## src/hdl/br_consts.svh

```systemverilog
`ifndef BR_CONSTS_SVH
`define BR_CONSTS_SVH

// datapath width of operands and pcs
`define WORD_W 32

// byte step to the sequential pc
`define INST_BYTES 4

// width of each perf counter
`define PERF_CNT_W 32

// perf register read addresses
`define PERF_ADDR_BR   2'd0
`define PERF_ADDR_MISS 2'd1
`define PERF_ADDR_LAST 2'd2

`endif
```

## src/hdl/br_pred_pkg.sv

```systemverilog
`include "br_consts.svh"

package br_pred_pkg;

    // predictor class of a slot
    // 0 none, others cond, call, ret or indirect
    typedef logic [1:0] pd_type_t;

    localparam pd_type_t PD_NONE = 2'b00;   // not a control-flow inst

    typedef logic [`PERF_CNT_W-1:0] perf_cnt_t;  // one perf counter
    typedef logic [1:0] perf_addr_t;             // perf register select

endpackage

```

## src/hdl/br_isa_pkg.sv

```systemverilog
`include "br_consts.svh"

package br_isa_pkg;

    typedef logic [`WORD_W-1:0] word_t;     // operand or immediate
    typedef logic [`WORD_W-1:0] addr_t;     // instruction address

    // branch kinds as decoded into the issue slot
    // codes follow the decoder, so keep the order
    typedef enum logic [3:0] {
        BR_NONE = 4'd0,                     // not a branch
        BR_BEQ  = 4'd1,                     // rj == rd
        BR_BNE  = 4'd2,                     // rj != rd
        BR_BLT  = 4'd3,                     // signed less
        BR_BGE  = 4'd4,                     // signed greater or equal
        BR_BLTU = 4'd5,                     // unsigned less
        BR_BGEU = 4'd6,                     // unsigned greater or equal
        BR_B    = 4'd7,                     // unconditional, pc relative
        BR_BL   = 4'd8,                     // call, pc relative
        BR_JIRL = 4'd9                      // register indirect jump
    } br_type_e;

endpackage

```

## src/hdl/br_ex_top.sv

```systemverilog
`timescale 1ns/1ps

module br_ex_top (
    input  logic                   clk,
    input  logic                   arst_n,
    input  logic                   issue_valid_a,
    input  logic                   issue_valid_b,
    input  br_isa_pkg::addr_t      pc_a,
    input  br_isa_pkg::addr_t      pc_b,
    input  br_isa_pkg::word_t      rdata_a1,
    input  br_isa_pkg::word_t      rdata_a2,
    input  br_isa_pkg::word_t      rdata_b1,
    input  br_isa_pkg::word_t      rdata_b2,
    input  br_isa_pkg::word_t      imm_a,
    input  br_isa_pkg::word_t      imm_b,
    input  br_isa_pkg::br_type_e   br_type_a,
    input  br_isa_pkg::br_type_e   br_type_b,
    input  logic                   br_pd_a,
    input  logic                   br_pd_b,
    input  br_isa_pkg::addr_t      pc_pd_a,
    input  br_isa_pkg::addr_t      pc_pd_b,
    input  br_pred_pkg::pd_type_t  pd_type_a,
    input  br_pred_pkg::pd_type_t  pd_type_b,
    input  logic                   stall,          // memory stall level
    input  logic                   perf_clr,
    input  br_pred_pkg::perf_addr_t perf_addr,
    output br_pred_pkg::perf_cnt_t perf_rdata,
    output logic                   redirect,
    output br_isa_pkg::addr_t      redirect_pc,
    output logic                   redirect_a,
    output logic                   pred_upd_valid,
    output br_isa_pkg::addr_t      pred_upd_pc,
    output br_pred_pkg::pd_type_t  pred_upd_type,
    output br_isa_pkg::addr_t      pred_upd_target,
    output logic                   pred_upd_jump
);

    import br_isa_pkg::*;
    import br_pred_pkg::*;

    logic     ex_valid_a, ex_valid_b;               // registered slot valids
    addr_t    ex_pc_a, ex_pc_b;
    word_t    ex_rdata_a1, ex_rdata_a2;
    word_t    ex_rdata_b1, ex_rdata_b2;
    word_t    ex_imm_a, ex_imm_b;
    br_type_e ex_br_type_a, ex_br_type_b;
    logic     ex_br_pd_a, ex_br_pd_b;
    addr_t    ex_pc_pd_a, ex_pc_pd_b;
    pd_type_t ex_pd_type_a, ex_pd_type_b;

    ex_issue_regs i_ex_regs (
        .clk, .arst_n, .stall,
        .flush(redirect),                           // kill same-cycle issue
        .issue_valid_a, .issue_valid_b, .pc_a, .pc_b,
        .rdata_a1, .rdata_a2, .rdata_b1, .rdata_b2, .imm_a, .imm_b,
        .br_type_a, .br_type_b, .br_pd_a, .br_pd_b,
        .pc_pd_a, .pc_pd_b, .pd_type_a, .pd_type_b,
        .ex_valid_a, .ex_valid_b, .ex_pc_a, .ex_pc_b,
        .ex_rdata_a1, .ex_rdata_a2, .ex_rdata_b1, .ex_rdata_b2,
        .ex_imm_a, .ex_imm_b, .ex_br_type_a, .ex_br_type_b,
        .ex_br_pd_a, .ex_br_pd_b, .ex_pc_pd_a, .ex_pc_pd_b,
        .ex_pd_type_a, .ex_pd_type_b
    );

    fu_br i_fu_br (
        .valid_a(ex_valid_a), .valid_b(ex_valid_b),
        .pc_a(ex_pc_a), .pc_b(ex_pc_b),
        .rdata_a1(ex_rdata_a1), .rdata_a2(ex_rdata_a2),
        .rdata_b1(ex_rdata_b1), .rdata_b2(ex_rdata_b2),
        .imm_a(ex_imm_a), .imm_b(ex_imm_b),
        .br_type_a(ex_br_type_a), .br_type_b(ex_br_type_b),
        .br_pd_a(ex_br_pd_a), .br_pd_b(ex_br_pd_b),
        .pc_pd_a(ex_pc_pd_a), .pc_pd_b(ex_pc_pd_b),
        .pd_type_a(ex_pd_type_a), .pd_type_b(ex_pd_type_b),
        .redirect_a, .redirect, .redirect_pc,
        .pred_upd_valid, .pred_upd_pc, .pred_upd_type,
        .pred_upd_target, .pred_upd_jump
    );

    br_perf_regs i_perf (
        .clk, .arst_n, .stall,
        .ex_valid_a, .ex_valid_b,
        .ex_type_a(ex_br_type_a), .ex_type_b(ex_br_type_b),
        .redirect_a, .redirect, .redirect_pc,
        .perf_clr, .perf_addr, .perf_rdata
    );

endmodule

```

## src/hdl/br_perf_regs.sv

```systemverilog
`include "br_consts.svh"
`timescale 1ns/1ps

module br_perf_regs (
    input  logic                   clk,
    input  logic                   arst_n,
    input  logic                   stall,
    input  logic                   ex_valid_a,
    input  logic                   ex_valid_b,
    input  br_isa_pkg::br_type_e   ex_type_a,
    input  br_isa_pkg::br_type_e   ex_type_b,
    input  logic                   redirect_a,     // slot a kills slot b
    input  logic                   redirect,
    input  br_isa_pkg::addr_t      redirect_pc,
    input  logic                   perf_clr,       // one-cycle clear pulse
    input  br_pred_pkg::perf_addr_t perf_addr,
    output br_pred_pkg::perf_cnt_t perf_rdata
);

    import br_isa_pkg::*;
    import br_pred_pkg::*;

    perf_cnt_t br_cnt;                              // resolved branches
    perf_cnt_t miss_cnt;                            // redirects taken
    addr_t     last_pc;                             // latest redirect pc
    logic      upd;                                 // pair retires this edge
    logic      hit_a, hit_b;                        // slot counts as branch
    perf_cnt_t br_inc;                              // 0, 1 or 2

    assign upd    = (ex_valid_a | ex_valid_b) & ~stall;   // once per pair
    assign hit_a  = ex_valid_a && (ex_type_a != BR_NONE);
    assign hit_b  = ex_valid_b && (ex_type_b != BR_NONE) && !redirect_a;
    assign br_inc = perf_cnt_t'(hit_a) + perf_cnt_t'(hit_b);

    always_ff @(posedge clk or negedge arst_n) begin
        if (!arst_n) begin
            br_cnt   <= '0;
            miss_cnt <= '0;
            last_pc  <= '0;
        end else if (perf_clr) begin               // clear wins over count
            br_cnt   <= '0;
            miss_cnt <= '0;
            last_pc  <= '0;
        end else if (upd) begin
            br_cnt <= br_cnt + br_inc;
            if (redirect) begin
                miss_cnt <= miss_cnt + perf_cnt_t'(1);
                last_pc  <= redirect_pc;
            end
        end
    end

    always_comb begin
        case (perf_addr)
            `PERF_ADDR_BR:   perf_rdata = br_cnt;
            `PERF_ADDR_MISS: perf_rdata = miss_cnt;
            `PERF_ADDR_LAST: perf_rdata = perf_cnt_t'(last_pc);
            default:         perf_rdata = '0;       // unmapped slot
        endcase
    end

endmodule

```

## src/hdl/ex_issue_regs.sv

```systemverilog
`timescale 1ns/1ps

module ex_issue_regs (
    input  logic                  clk,
    input  logic                  arst_n,
    input  logic                  stall,           // hold the ex stage
    input  logic                  flush,           // drop the incoming pair
    input  logic                  issue_valid_a,
    input  logic                  issue_valid_b,
    input  br_isa_pkg::addr_t     pc_a,
    input  br_isa_pkg::addr_t     pc_b,
    input  br_isa_pkg::word_t     rdata_a1,
    input  br_isa_pkg::word_t     rdata_a2,
    input  br_isa_pkg::word_t     rdata_b1,
    input  br_isa_pkg::word_t     rdata_b2,
    input  br_isa_pkg::word_t     imm_a,
    input  br_isa_pkg::word_t     imm_b,
    input  br_isa_pkg::br_type_e  br_type_a,
    input  br_isa_pkg::br_type_e  br_type_b,
    input  logic                  br_pd_a,
    input  logic                  br_pd_b,
    input  br_isa_pkg::addr_t     pc_pd_a,
    input  br_isa_pkg::addr_t     pc_pd_b,
    input  br_pred_pkg::pd_type_t pd_type_a,
    input  br_pred_pkg::pd_type_t pd_type_b,
    output logic                  ex_valid_a,
    output logic                  ex_valid_b,
    output br_isa_pkg::addr_t     ex_pc_a,
    output br_isa_pkg::addr_t     ex_pc_b,
    output br_isa_pkg::word_t     ex_rdata_a1,
    output br_isa_pkg::word_t     ex_rdata_a2,
    output br_isa_pkg::word_t     ex_rdata_b1,
    output br_isa_pkg::word_t     ex_rdata_b2,
    output br_isa_pkg::word_t     ex_imm_a,
    output br_isa_pkg::word_t     ex_imm_b,
    output br_isa_pkg::br_type_e  ex_br_type_a,
    output br_isa_pkg::br_type_e  ex_br_type_b,
    output logic                  ex_br_pd_a,
    output logic                  ex_br_pd_b,
    output br_isa_pkg::addr_t     ex_pc_pd_a,
    output br_isa_pkg::addr_t     ex_pc_pd_b,
    output br_pred_pkg::pd_type_t ex_pd_type_a,
    output br_pred_pkg::pd_type_t ex_pd_type_b
);

    // valids, the only control state here
    always_ff @(posedge clk or negedge arst_n) begin
        if (!arst_n) begin
            ex_valid_a <= 1'b0;
            ex_valid_b <= 1'b0;
        end else if (!stall) begin
            ex_valid_a <= issue_valid_a & ~flush;   // wrong path loads empty
            ex_valid_b <= issue_valid_b & ~flush;
        end
    end

    // payload follows the valids, qualified by them downstream
    always_ff @(posedge clk) begin
        if (!stall) begin
            ex_pc_a      <= pc_a;
            ex_pc_b      <= pc_b;
            ex_rdata_a1  <= rdata_a1;
            ex_rdata_a2  <= rdata_a2;
            ex_rdata_b1  <= rdata_b1;
            ex_rdata_b2  <= rdata_b2;
            ex_imm_a     <= imm_a;
            ex_imm_b     <= imm_b;
            ex_br_type_a <= br_type_a;
            ex_br_type_b <= br_type_b;
            ex_br_pd_a   <= br_pd_a;
            ex_br_pd_b   <= br_pd_b;
            ex_pc_pd_a   <= pc_pd_a;
            ex_pc_pd_b   <= pc_pd_b;
            ex_pd_type_a <= pd_type_a;
            ex_pd_type_b <= pd_type_b;
        end
    end

endmodule

```

## src/hdl/fu_br.sv

```systemverilog
`include "br_consts.svh"
`timescale 1ns/1ps

module fu_br (
    input  logic                 valid_a,          // slot a holds an inst
    input  logic                 valid_b,          // slot b holds an inst
    input  br_isa_pkg::addr_t    pc_a,
    input  br_isa_pkg::addr_t    pc_b,
    input  br_isa_pkg::word_t    rdata_a1,
    input  br_isa_pkg::word_t    rdata_a2,
    input  br_isa_pkg::word_t    rdata_b1,
    input  br_isa_pkg::word_t    rdata_b2,
    input  br_isa_pkg::word_t    imm_a,
    input  br_isa_pkg::word_t    imm_b,
    input  br_isa_pkg::br_type_e br_type_a,
    input  br_isa_pkg::br_type_e br_type_b,
    input  logic                 br_pd_a,          // predicted taken, slot a
    input  logic                 br_pd_b,          // predicted taken, slot b
    input  br_isa_pkg::addr_t    pc_pd_a,          // predicted target, slot a
    input  br_isa_pkg::addr_t    pc_pd_b,          // predicted target, slot b
    input  br_pred_pkg::pd_type_t pd_type_a,
    input  br_pred_pkg::pd_type_t pd_type_b,
    output logic                 redirect_a,       // slot a mispredicted
    output logic                 redirect,         // any slot mispredicted
    output br_isa_pkg::addr_t    redirect_pc,      // fetch restart address
    output logic                 pred_upd_valid,
    output br_isa_pkg::addr_t    pred_upd_pc,
    output br_pred_pkg::pd_type_t pred_upd_type,
    output br_isa_pkg::addr_t    pred_upd_target,
    output logic                 pred_upd_jump
);

    import br_isa_pkg::*;
    import br_pred_pkg::*;

    logic  taken_a, taken_b;                       // real direction
    addr_t target_a, target_b;                     // real target
    logic  redirect_b;                             // slot b mispredicted
    addr_t fix_pc_a, fix_pc_b;                     // per-slot restart pc
    logic  upd_sel_b;                              // feedback from slot b

    branch_cond i_cond_a (
        .br_type(br_type_a), .pc(pc_a), .imm(imm_a),
        .rdata1(rdata_a1), .rdata2(rdata_a2),
        .taken(taken_a), .target(target_a)
    );

    branch_cond i_cond_b (
        .br_type(br_type_b), .pc(pc_b), .imm(imm_b),
        .rdata1(rdata_b1), .rdata2(rdata_b2),
        .taken(taken_b), .target(target_b)
    );

    // wrong direction or wrong target on a real branch
    assign redirect_a = valid_a && (br_type_a != BR_NONE)
                        && ((br_pd_a != taken_a) || (pc_pd_a != target_a));
    assign redirect_b = valid_b && (br_type_b != BR_NONE)
                        && ((br_pd_b != taken_b) || (pc_pd_b != target_b));

    assign fix_pc_a = taken_a ? target_a : pc_a + addr_t'(`INST_BYTES);  // else fall through
    assign fix_pc_b = taken_b ? target_b : pc_b + addr_t'(`INST_BYTES);

    assign redirect    = redirect_a | redirect_b;
    assign redirect_pc = redirect_a ? fix_pc_a : fix_pc_b;  // older slot first

    assign upd_sel_b       = (pd_type_a == PD_NONE);         // a not cf, train b
    assign pred_upd_valid  = upd_sel_b ? (valid_b && (pd_type_b != PD_NONE))
                                       : valid_a;
    assign pred_upd_pc     = upd_sel_b ? pc_b : pc_a;
    assign pred_upd_type   = upd_sel_b ? pd_type_b : pd_type_a;
    assign pred_upd_target = upd_sel_b ? target_b : target_a;
    assign pred_upd_jump   = upd_sel_b ? taken_b : taken_a;

endmodule

```

## src/hdl/branch_cond.sv

```systemverilog
`timescale 1ns/1ps

module branch_cond (
    input  br_isa_pkg::br_type_e br_type,   // decoded branch kind
    input  br_isa_pkg::addr_t    pc,        // pc of the branch
    input  br_isa_pkg::word_t    imm,       // sign-extended offset
    input  br_isa_pkg::word_t    rdata1,    // first source operand
    input  br_isa_pkg::word_t    rdata2,    // second source operand
    output logic                 taken,     // branch really taken
    output br_isa_pkg::addr_t    target     // real jump target
);

    import br_isa_pkg::*;

    logic  eq;                                  // operands equal
    logic  lt_s;                                // signed less than
    logic  lt_u;                                // unsigned less than
    addr_t pc_rel;                              // pc relative target
    addr_t reg_rel;                             // register relative target

    assign eq      = (rdata1 == rdata2);
    assign lt_s    = ($signed(rdata1) < $signed(rdata2));
    assign lt_u    = (rdata1 < rdata2);
    assign pc_rel  = pc + imm;
    assign reg_rel = rdata1 + imm;              // jirl base is rj

    always_comb begin
        case (br_type)
            BR_BEQ:  taken = eq;
            BR_BNE:  taken = ~eq;
            BR_BLT:  taken = lt_s;
            BR_BGE:  taken = ~lt_s;
            BR_BLTU: taken = lt_u;
            BR_BGEU: taken = ~lt_u;
            BR_B,
            BR_BL,
            BR_JIRL: taken = 1'b1;              // always jump
            default: taken = 1'b0;              // none or unused code
        endcase
    end

    assign target = (br_type == BR_JIRL) ? reg_rel : pc_rel;

endmodule

```

## config.mk

```make
export PLATFORM = sky130hd
export DESIGN_NAME = br_ex_top
export DESIGN_NICKNAME = d
export VERILOG_FILES = /design/src/hdl/br_pred_pkg.sv /design/src/hdl/br_isa_pkg.sv /design/src/hdl/br_ex_top.sv /design/src/hdl/br_perf_regs.sv /design/src/hdl/ex_issue_regs.sv /design/src/hdl/fu_br.sv /design/src/hdl/branch_cond.sv
export VERILOG_INCLUDE_DIRS = /design/src /design/src/hdl
export SDC_FILE = /design/constraint.sdc
export NUM_CORES = 1
export LEC_CHECK = 0
export BUFFER_PORTS_ARGS = -buffer_cell sky130_fd_sc_hd__buf_2
export CAP_MARGIN = 25
export CORE_MARGIN = 3
export CORE_UTILIZATION = 57
export CTS_CLUSTER_DIAMETER = 100
export DETAILED_ROUTE_END_ITERATION = 12
export HOLD_SLACK_MARGIN = 0.1
export PLACE_DENSITY = 0.81
export SLEW_MARGIN = 20
export SYNTH_ARGS = -nofsm -noshare
export SYNTH_HDL_FRONTEND = slang
export SYNTH_SLANG_ARGS = --single-unit
```

## constraint.sdc

```tcl
create_clock -name clk -period 7.77 [get_ports clk]
set_input_delay 0.777 -clock clk [delete_from_list [all_inputs] [get_ports clk]]
set_output_delay 0.777 -clock clk [all_outputs]
set_load 0.005 [all_outputs]
```

==> Word-level counts from Yosys, hierarchy flattened <==
Index checks and enable logic that the tools add are counted.
{ "totals": {"inputBits": 342, "register_bits": 432, "out_inout_bits": 134, "word_cells": 113} }
{ "op_classes": {"bitwise": 13, "addsub": 9, "n_eq_ne": 26, "n_lt_le_gt_ge": 4, "n_reduce_logical": 19, "n_mux": 21} }
{ "ops": {"columns": ["operator", "n"], "rows": [
  ["two-way mux 32 bit", 15],
  ["adder 32 bit", 5],
  ["< comparator 32 bit", 4],
  ["case mux 32 bit (3 select lines)", 1],
  ["adder 32 x 3 -> 32 bit (second input constant)", 2],
  ["== test 32 bit", 2],
  ["!= test 32 bit", 2],
  ["adder 32 x 1 -> 32 bit (second input constant)", 1],
  ["== test 4 x 3 -> 1 bit (second input constant)", 8],
  ["== test 4 x 2 -> 1 bit (second input constant)", 4],
  ["== test 4 bit (second input constant)", 4],
  ["case mux 1 bit (7 select lines)", 2],
  ["== test 4 x 1 -> 1 bit (second input constant)", 2],
  ["inverter 1 bit", 8],
  ["nonzero test 4 bit", 2],
  ["logical AND 1 bit", 6],
  ["nonzero test 2 bit", 3],
  ["OR reduction 3 bit", 2],
  ["logical NOT 2 bit", 2],
  ["bitwise AND 1 bit", 3],
  ["adder 1 x 1 -> 2 bit", 1],
  ["== test 2 x 1 -> 1 bit (second input constant)", 1],
  ["== test 2 bit (second input constant)", 1],
  ["logical OR 1 bit", 2],
  ["6 further kinds", 9]
]} }

==> Depth between registers and ports, before layout <==
Gate-level depths: netlist (run 1).
{ "depth": {"depth_word": 12, "mapped_depth": 32, "depth_no_buf": 27} }

==> By module <==
Synthesis (run 1) repeated with hierarchy kept, for this count alone.
{ "hier_totals": {"hier_cells": 2374, "area_unflattened_um2": 25669.6} }
{ "by_module_without_submodules": {"columns": ["module", "instances", "cells_per_inst", "area_per_inst_um2"], "rows": [
  ["ex_issue_regs", 1, 342, 10110.9],
  ["branch_cond", 2, 441, 3113.0],
  ["br_perf_regs", 1, 603, 5285.1],
  ["fu_br", 1, 547, 4047.6]
]} }

==> Worst setup path before layout (run 1) <==
No wires, ideal clock.
{ "synth_path": {"kind": "input to register", "from": "in stall", "to": "reg i_perf.miss_cnt[29]", "required_ns": 7.643, "arrival_ns": 9.667, "path_buffers": 1, "path_stages": 7, "path_slack_ns": -2.025, "path_cell_list": "inv_1 -> o21ai_0 -> nor2_1 -> a22o_4 -> buf_6 -> nand4_1 -> mux2_1"} }
{ "synth_between": {"elab_chain_cells": 4} }
{ "synth_lines": {"columns": ["element", "line", "source"], "rows": [
  ["start: declaration", "br_ex_top.sv:24", "input logic stall,"],
  ["inverter 1 bit", "br_perf_regs.sv:30", "assign upd = (ex_valid_a | ex_valid_b) & ~stall;"],
  ["bitwise AND 1 bit", "br_perf_regs.sv:30", null],
  ["nonzero test 2 bit (no line)", null, null],
  ["AND reduction 2 bit (no line)", null, null],
  ["end signal: assignment", "br_perf_regs.sv:47", "miss_cnt <= miss_cnt + perf_cnt_t'(1);"],
  ["end: declaration", "br_perf_regs.sv:24", "perf_cnt_t miss_cnt;"]
]} }
Every way passes these cells.
A chain may end at the register's enable or synchronous reset.

==> Final worst setup path (run 1) <==
{ "layout_path": {"from": "reg i_ex_regs.ex_br_type_a[2]", "to": "out redirect_pc[27]"} }
{ "layout_between": {"elab_chain_cells": 7, "word_cells_on_any_way": 20, "cone_classes": "eq/ne: 11; mux: 4; reduce/logical: 5"} }
{ "layout_lines": {"columns": ["element", "line", "source"], "rows": [
  ["start: declaration", "ex_issue_regs.sv:36", "output br_isa_pkg::br_type_e ex_br_type_a,"],
  ["start signal: assignment", "ex_issue_regs.sv:68", "ex_br_type_a <= br_type_a;"],
  ["== test 4 bit, or another cell as far along", "branch_cond.sv:28, branch_cond.sv:42", null],
  ["OR reduction 3 bit", "branch_cond.sv:28", "case (br_type)"],
  ["case mux 1 bit (7 select lines)", "branch_cond.sv:28", null],
  ["!= test 1 bit", "fu_br.sv:56", "&& ((br_pd_a != taken_a) || (pc_pd_a != target_a));"],
  ["logical OR 1 bit", "fu_br.sv:56", null],
  ["logical AND 1 bit", "fu_br.sv:56", null],
  ["two-way mux 32 bit (*)", "fu_br.sv:64", "assign redirect_pc = redirect_a ? fix_pc_a : fix_pc_b;"],
  ["end: declaration", "br_ex_top.sv:29", "output br_isa_pkg::addr_t redirect_pc,"]
]} }
Mark *: on every way between the ends. The rest lies on a longest branch, timed or not.

==> impl_metrics.csv, run 1 <==
group,metric,value,unit
synthesis,post_synth_instance_area,0.0261,mm^2
timing,tightest_slew,0.955,ns
layout,postLayoutCoreUtil,68.5,%
worst_setup_path,crit_buf_inv,3,
timing,finalCriticalPeriod,7.59,ns
status,status,"finished clean",
worst_setup_path,cp.depth,18,
floorplan,initial_core_util,58.3,%
timing,fmax,132,MHz
timing,fin_crit_sh,97.7,%
power_and_ir_drop,ir_drop,0.000216,V
worst_setup_path,crit_type,"reg -> out",
synthesis,yosysUniqueCellTypes,86,
layout,fillers,3408,
cts,numCtsBuffers,45,
timing,slew_violations,0,
timing,hold_violations,0,
place,hpwlAfterDp,71500,um
drt,initialDrtViolationCount,2647,
power_and_ir_drop,p_leak,0.0130,uW
synthesis,synth-compound-area-share,11.6,%
cts,htree_levels,2,
floorplan,dieHeight,220,um
layout,final_common_cell,"buf_2",
synthesis,syn_inst,2535,
synthesis,synth_mux_area_share,8.27,%
global_routing,antenna_found_initial,6,
synthesis,synth_fa_ha_area_share,6.56,%
worst_setup_path,crit_arrival,6.81,ns
layout,syn_to_final_growth,17.4,%
timing,clock_skew,0.0256,ns
global_routing,grt_overflow,0,
worst_setup_path,crit_fanout,22,
synthesis,ys.flop_type,"edfxtp_1",
synthesis,synth_top_family_by_area,"simple AND/OR/NAND/NOR gates",
cts,clock_latency,0.59,ns
synthesis,ys_seq_elements,432,
flow_run,cap_violations,0,
global_routing,track_usage,36.5,%
worst_setup_path,critPathLaunchType,"flop",
layout,layout.nets,3453,
floorplan,num_rows,77,
synthesis,synth_edf_count,334,
floorplan,core-area,0.0447,mm^2
global_routing,grt_max_degree,91,
synthesis,synthArstFlopShare,22.7,%
worst_setup_path,timing.critical_path.required,6.99,ns
drt,wl,90100,um
floorplan,die_x,220,um
worst_setup_path,reg2reg_depth,28,
synthesis,synthSimpleGateAreaFrac,15.4,%
timing,holdWs,0.172,ns
power_and_ir_drop,powerDensity,238,mW/mm^2
synthesis,postSynthAreaPerCell,10.3,um^2
timing,rsz0062_at_grt,"no",
floorplan,boundaryPins,476,
worst_setup_path,crit_slowest_cell,"mux2i_1",
worst_setup_path,max_stage_delay,0.61,ns
timing,slew_headroom,36.3,%
global_routing,first_global_vias,21800,
cts,root_buffer,"clkbuf_16",
cts,clk_pin_slew_worst_paths,0.06,ns
synthesis,ys_warn_count,0,
cts,cts.path.max_buffers,3,
cts,cts_sinks,432,
drt,dr.pass1.iters,6,
worst_setup_path,end_kind,"output pin",
worst_setup_path,crit_family,"compound AO/OA/AOI/OAI gates",
place,io_buffers,475,
floorplan,die-area,0.0484,mm^2
drt,vias_per_cell,6.24,
drt,drc_errors,0,
place,gp_congestion,0.982,
synthesis,ys_seq_area_share,47.9,%
cts,tritoncts,"built",
drt,wire_per_inst,25.0,um
min_path,hold_path.class,"in -> async",
worst_setup_path,path_cells,"nand2b_1 -> nor3b_2 -> buf_6 -> mux2_2 -> ha_1 -> a21oi_2 -> o211ai_1 -> a222oi_1 -> nand3_1 -> a221o_1 -> xnor2_1 -> a221o_1 -> a2111oi_1 -> nand4_1 -> o21ai_4 -> buf_6 -> mux2i_1 -> buf_2",
drt,num_vias,22500,
power_and_ir_drop,power,7280,uW
layout,layout_common_cells,"buf_2, nand2_1, edfxtp_1",
timing,setup_violations,0,
place,place_ws,0.0955,ns
synthesis,synth_xor_area_share,6.91,%
synthesis,synth_nets,3012,
layout,drive_gt1_share,23.1,%
drt,drtAntennaViolNets,0,
timing,setup_slack,0.182,ns
global_routing,grt_pass1_wl,132000,um
cts,post-cts-setup-buffers,0,
==> flip-flops by register name (all words and copies together), names as in the netlist, 2 cells and up <==
register                flops
i_ex_regs.ex_br_type_a      4
i_ex_regs.ex_br_type_b      4
i_ex_regs.ex_imm_a         32
i_ex_regs.ex_imm_b         32
i_ex_regs.ex_pc_a          32
i_ex_regs.ex_pc_b          32
i_ex_regs.ex_pc_pd_a       32
i_ex_regs.ex_pc_pd_b       32
i_ex_regs.ex_pd_type_a      2
i_ex_regs.ex_pd_type_b      2
i_ex_regs.ex_rdata_a1      32
i_ex_regs.ex_rdata_a2      32
i_ex_regs.ex_rdata_b1      32
i_ex_regs.ex_rdata_b2      32
i_perf.br_cnt              32
i_perf.last_pc             32
i_perf.miss_cnt            32
==> cell type report <==
cell class,count,area (um^2),area share [%]
Clock buffer,57,1210,3.96
Multi-Input combinational cell,1888,12900,42.1
Antenna cell,4,10.0,0.0327
Sequential cell,432,12500,40.8
Clock inverter,22,273,0.891
Timing Repair Buffer,509,2640,8.63
Tap cell,592,741,2.42
Inverter,100,384,1.25
==> worst paths after layout <==
kind / start / endpoint / slack [ns]
hold reg to reg: i_perf.last_pc[18] / i_perf.last_pc[18] / 0.53
setup / recovery: i_ex_regs.ex_br_type_a[2] / redirect_pc[27] / 0.18
setup reg to reg: i_ex_regs.ex_br_type_a[2] / i_perf.br_cnt[28] / 0.33
min in group clk: rdata_b2[27] / i_ex_regs.ex_rdata_b2[27] / 0.36
max in group asynchronous: arst_n / i_perf.miss_cnt[3] / 6.43
hold / removal: arst_n / i_perf.miss_cnt[31] / 0.17
==> Yosys cell counts, types with 7 or more instances <==
library cell | number | area share (%)
a211oi_1 | 10 | 0.29
a21o_1 | 28 | 0.81
a21oi_1 | 145 | 2.8
a221oi_1 | 7 | 0.24
a31oi_1 | 10 | 0.24
and2_1 | 14 | 0.34
and3_1 | 45 | 1.1
and4_1 | 13 | 0.44
buf_2 | 14 | 0.27
clkbuf_1 | 89 | 1.3
dfrtp_1 | 98 | 9.4
edfxtp_1 | 334 | 38
ha_1 | 132 | 6.3
inv_1 | 99 | 1.4
mux2_1 | 8 | 0.35
mux2_2 | 76 | 3.3
mux2i_1 | 121 | 4.6
nand2_1 | 338 | 4.9
nand2b_1 | 11 | 0.26
nand3_1 | 76 | 1.5
nand4_1 | 54 | 1.3
nand4b_1 | 8 | 0.27
nor2_1 | 177 | 2.5
nor2b_1 | 27 | 0.65
nor3_1 | 36 | 0.69
nor4_1 | 13 | 0.31
o211ai_1 | 11 | 0.32
o21a_1 | 16 | 0.46
o21ai_0 | 162 | 3.1
o21ai_1 | 10 | 0.19
o31ai_1 | 10 | 0.29
or3_1 | 15 | 0.36
xnor2_1 | 107 | 3.6
xor2_1 | 91 | 3.1
==> layer usage <==
layer,track usage (%),share of wire [%]
met1,46.8,39
met2,60.4,47
met3,7.45,9.3
met4,15.6,4.8
met5,0,0.031
==> logic make-up after synthesis <==
logic type | Yosys count
xor gates and xnor gates | 201
buffers and inverters | 215
AOI/OAI and AO/OA | 492
DFF | 432
adders and majority gates | 135
and+or+nand+nor | 855
muxes | 205
==> where the power goes <==
part / switching [uW] / internal [uW]
combinational: 1410 / 815
clock: 909 / 1300
sequential: 158 / 2680
total: 2480 / 4800
==> per-stage QoR <==
stage	area [um^2]	TNS, ns	instances
2_1_floorplan	26100	0	2535
3_3_place_gp	29000	0	3519
3_5_place_dp	29000	0	3519
4_1_cts	30500	-0.516	3598
5_1_grt	30600	0	3600
6_report	30600	0	3604
==> repair_timing <==
item                                    CTS  global route
hold buffers                              0             0
resized for setup                         1            25
endpoints found under the setup margin   15            30
pin swaps                                 0             2
hold endpoints to repair                  0             0
Note: power is estimated with default switching activity, not from simulation.
==> inputs of run 2 (changes only) <==
--- a/config.mk
+++ b/config.mk
@@ -15,4 +15,5 @@
 export HOLD_SLACK_MARGIN = 0.1
 export PLACE_DENSITY = 0.81
+export SKIP_LAST_GASP = 1
 export SLEW_MARGIN = 20
 export SYNTH_ARGS = -nofsm -noshare
==> constraint.sdc (replaced) <==
create_clock -name clk -period 7.77 [get_ports clk]
set_input_delay 0.777 -clock clk [delete_from_list [all_inputs] [get_ports clk]]
set_output_delay 0.777 -clock clk [all_outputs]
set_load 0.1 [all_outputs]
==> run 2 against run 1 <==
Final area rose by 0.63%. Critical path depth rose by 2. Clock-buffer cell count stayed put. Via count fell by 0.22%. Largest power group is now combinational logic.
==> impl_metrics.csv, run 2 (synthesized netlist as in run 1, its figures left out) <==
group,metric,value,unit
worst_setup_path,timing.critical_path.required,6.99,ns
layout,stdcell_count,3600,
floorplan,num_rows,77,
timing,fin_crit_sh,99.9,%
drt,wire_per_inst,25.0,um
drt,met3WireLength,8430,um
worst_setup_path,reg2reg_slack,0.33,ns
worst_setup_path,timing.rr.start,"i_ex_regs.ex_br_type_a[2]",
floorplan,die-area,0.0484,mm^2
worst_setup_path,crit_fanout,21,
timing,slew_headroom,31.0,%
cts,cts_sinks,432,
timing,fmax,129,MHz
flow_run,cap_violations,0,
drt,vias_per_cell,6.23,
layout,final_common_cell,"buf_2",
drt,drc_errors,0,
global_routing,track_usage,36.4,%
cts,clock_latency,0.58,ns
power_and_ir_drop,ir_drop,0.000295,V
cts,numCtsBuffers,44,
cts,htree_levels,2,
power_and_ir_drop,power,8370,uW
floorplan,core-area,0.0447,mm^2
place,io_buffers,475,
floorplan,die_x,220,um
place,post-place-cells,3520,
global_routing,first_global_vias,21500,
place,place_ws,0.431,ns
drt,num_vias,22400,
floorplan,initial_core_util,58.3,%
timing,finalSetupTns,0,ns
drt,route.top_layer_used,"met5",
floorplan,boundaryPins,476,
drt,wl,89900,um
drt,drtAntennaViolNets,0,
worst_setup_path,crit_type,"reg -> out",
global_routing,grt_pass1_wl,132000,um
timing,tightest_slew,1.04,ns
layout,layout_common_cells,"buf_2, nand2_1, edfxtp_1",
place,gp_congestion,0.994,
cts,tritoncts,"built",
timing,slew_violations,0,
worst_setup_path,crit_arrival,6.99,ns
power_and_ir_drop,p_leak,0.0131,uW
cts,clk_pin_slew_worst_paths,0.06,ns
floorplan,dieHeight,220,um
worst_setup_path,r2r_end,"i_perf.br_cnt[28]",
global_routing,grt_overflow,0,
drt,wl_met1,35100,um
place,hpwlAfterDp,71700,um
power_and_ir_drop,powerDensity,272,mW/mm^2
timing,rsz0062_at_grt,"yes",
timing,clock_skew,0.0194,ns
timing,setup_slack,0.00545,ns
layout,layout.nets,3454,
min_path,hold_path.class,"in -> async",
layout,diodes,0,
status,status,"finished clean",
layout,drive_gt1_share,22.9,%
worst_setup_path,end_kind,"output pin",
cts,cts.path.max_buffers,3,
global_routing,grt_max_degree,87,
timing,finalCriticalPeriod,7.76,ns
drt,dr.pass1.iters,6,
timing,hold_violations,0,
drt,route.met2.wl,42300,um
timing,setup_violations,0,
worst_setup_path,reg2reg_depth,29,
worst_setup_path,critPathLaunchType,"flop",
drt,initialDrtViolationCount,2688,
global_routing,antenna_found_initial,8,
layout,syn_to_final_growth,18.2,%
cts,root_buffer,"clkbuf_16",
run 2: cell types whose count changed in the layout (fill, tap and decap cells not counted), moves of 2 or more:
cell	previous run	this run
buf_12	0	26
buf_2	475	444
buf_4	30	38
buf_6	3	0
bufinv_16	6	1
clkbuf_16	47	45
clkinv_1	5	8
clkinv_2	5	7
clkinvlp_4	4	1
diode_2	4	0
mux2i_1	108	111
mux2i_4	7	4
run 2: worst max-delay path, stage by stage, from the launching register on:
cell	delay [ns]
edfxtp_1	0.48
nand2b_1	0.25
nor3b_2	0.20
buf_4	0.34
mux2_2	0.38
ha_1	0.22
fa_1	0.43
a21o_1	0.21
a41oi_1	0.38
a21oi_1	0.18
o31ai_2	0.33
o31ai_1	0.13
xor2_1	0.46
xor2_1	0.14
a2111oi_1	0.42
nand4_1	0.30
o21ai_4	0.29
inv_6	0.04
buf_4	0.23
mux2i_1	0.69
buf_12	0.26
run 2: worst max-delay path by stage:
stage	from	to	slack, ns
5_1_grt	i_ex_regs.ex_br_type_a[2]	redirect_pc[19]	-0.08
4_1_cts	i_ex_regs.ex_br_type_a[2]	redirect_pc[17]	-0.06
3_5_place_dp	i_ex_regs.ex_br_type_a[2]	redirect_pc[17]	0.43
6_report	i_ex_regs.ex_br_type_a[2]	redirect_pc[4]	0.005
3_3_place_gp	i_ex_regs.ex_br_type_a[2]	redirect_pc[17]	0.60
2_1_floorplan	i_ex_regs.ex_br_type_a[2]	redirect_pc[14]	0.12
run 2: timing repair:
item	4_1_cts	5_1_grt
setup buffers	0	1
hold buffers	0	0
pin swaps	0	2
resized for setup	6	20
endpoints found under the setup margin	7	31
run 2: routing by layer:
layer,vias to the layer above,GRT usage (%)
met5,-,0
met1,10800,47.5
li1,10100,-
met4,14,14.0
met2,1264,60.0
met3,231,7.50
run 2: per-stage QoR:
stage | hold slack [ns] | cell area (um^2) | util (%)
floorplan | 0.481 | 26100 | -
CTS | 0.107 | 30700 | 68.7
detailed placement | 0.512 | 29400 | 65.7
finish | 0.107 | 30800 | 68.9
global placement | 0.502 | 29400 | 65.7
global route | 0.139 | 30800 | 68.9
run 2: cell type report:
class / instances / area [um^2]
inverter: 100 / 384
timing repair buffer: 511 / 3080
clock inverter: 20 / 130
multi-input combinational: 1888 / 12800
tap: 592 / 741
sequential: 432 / 12500
clock buffer: 57 / 1180
fill: 3396 / 13900
run 2: power by group:
part	total [uW]	switching [uW]	internal [uW]
clock	1980	874	1100
sequential	2850	165	2680
combinational	3550	2570	975
total	8370	3610	4760
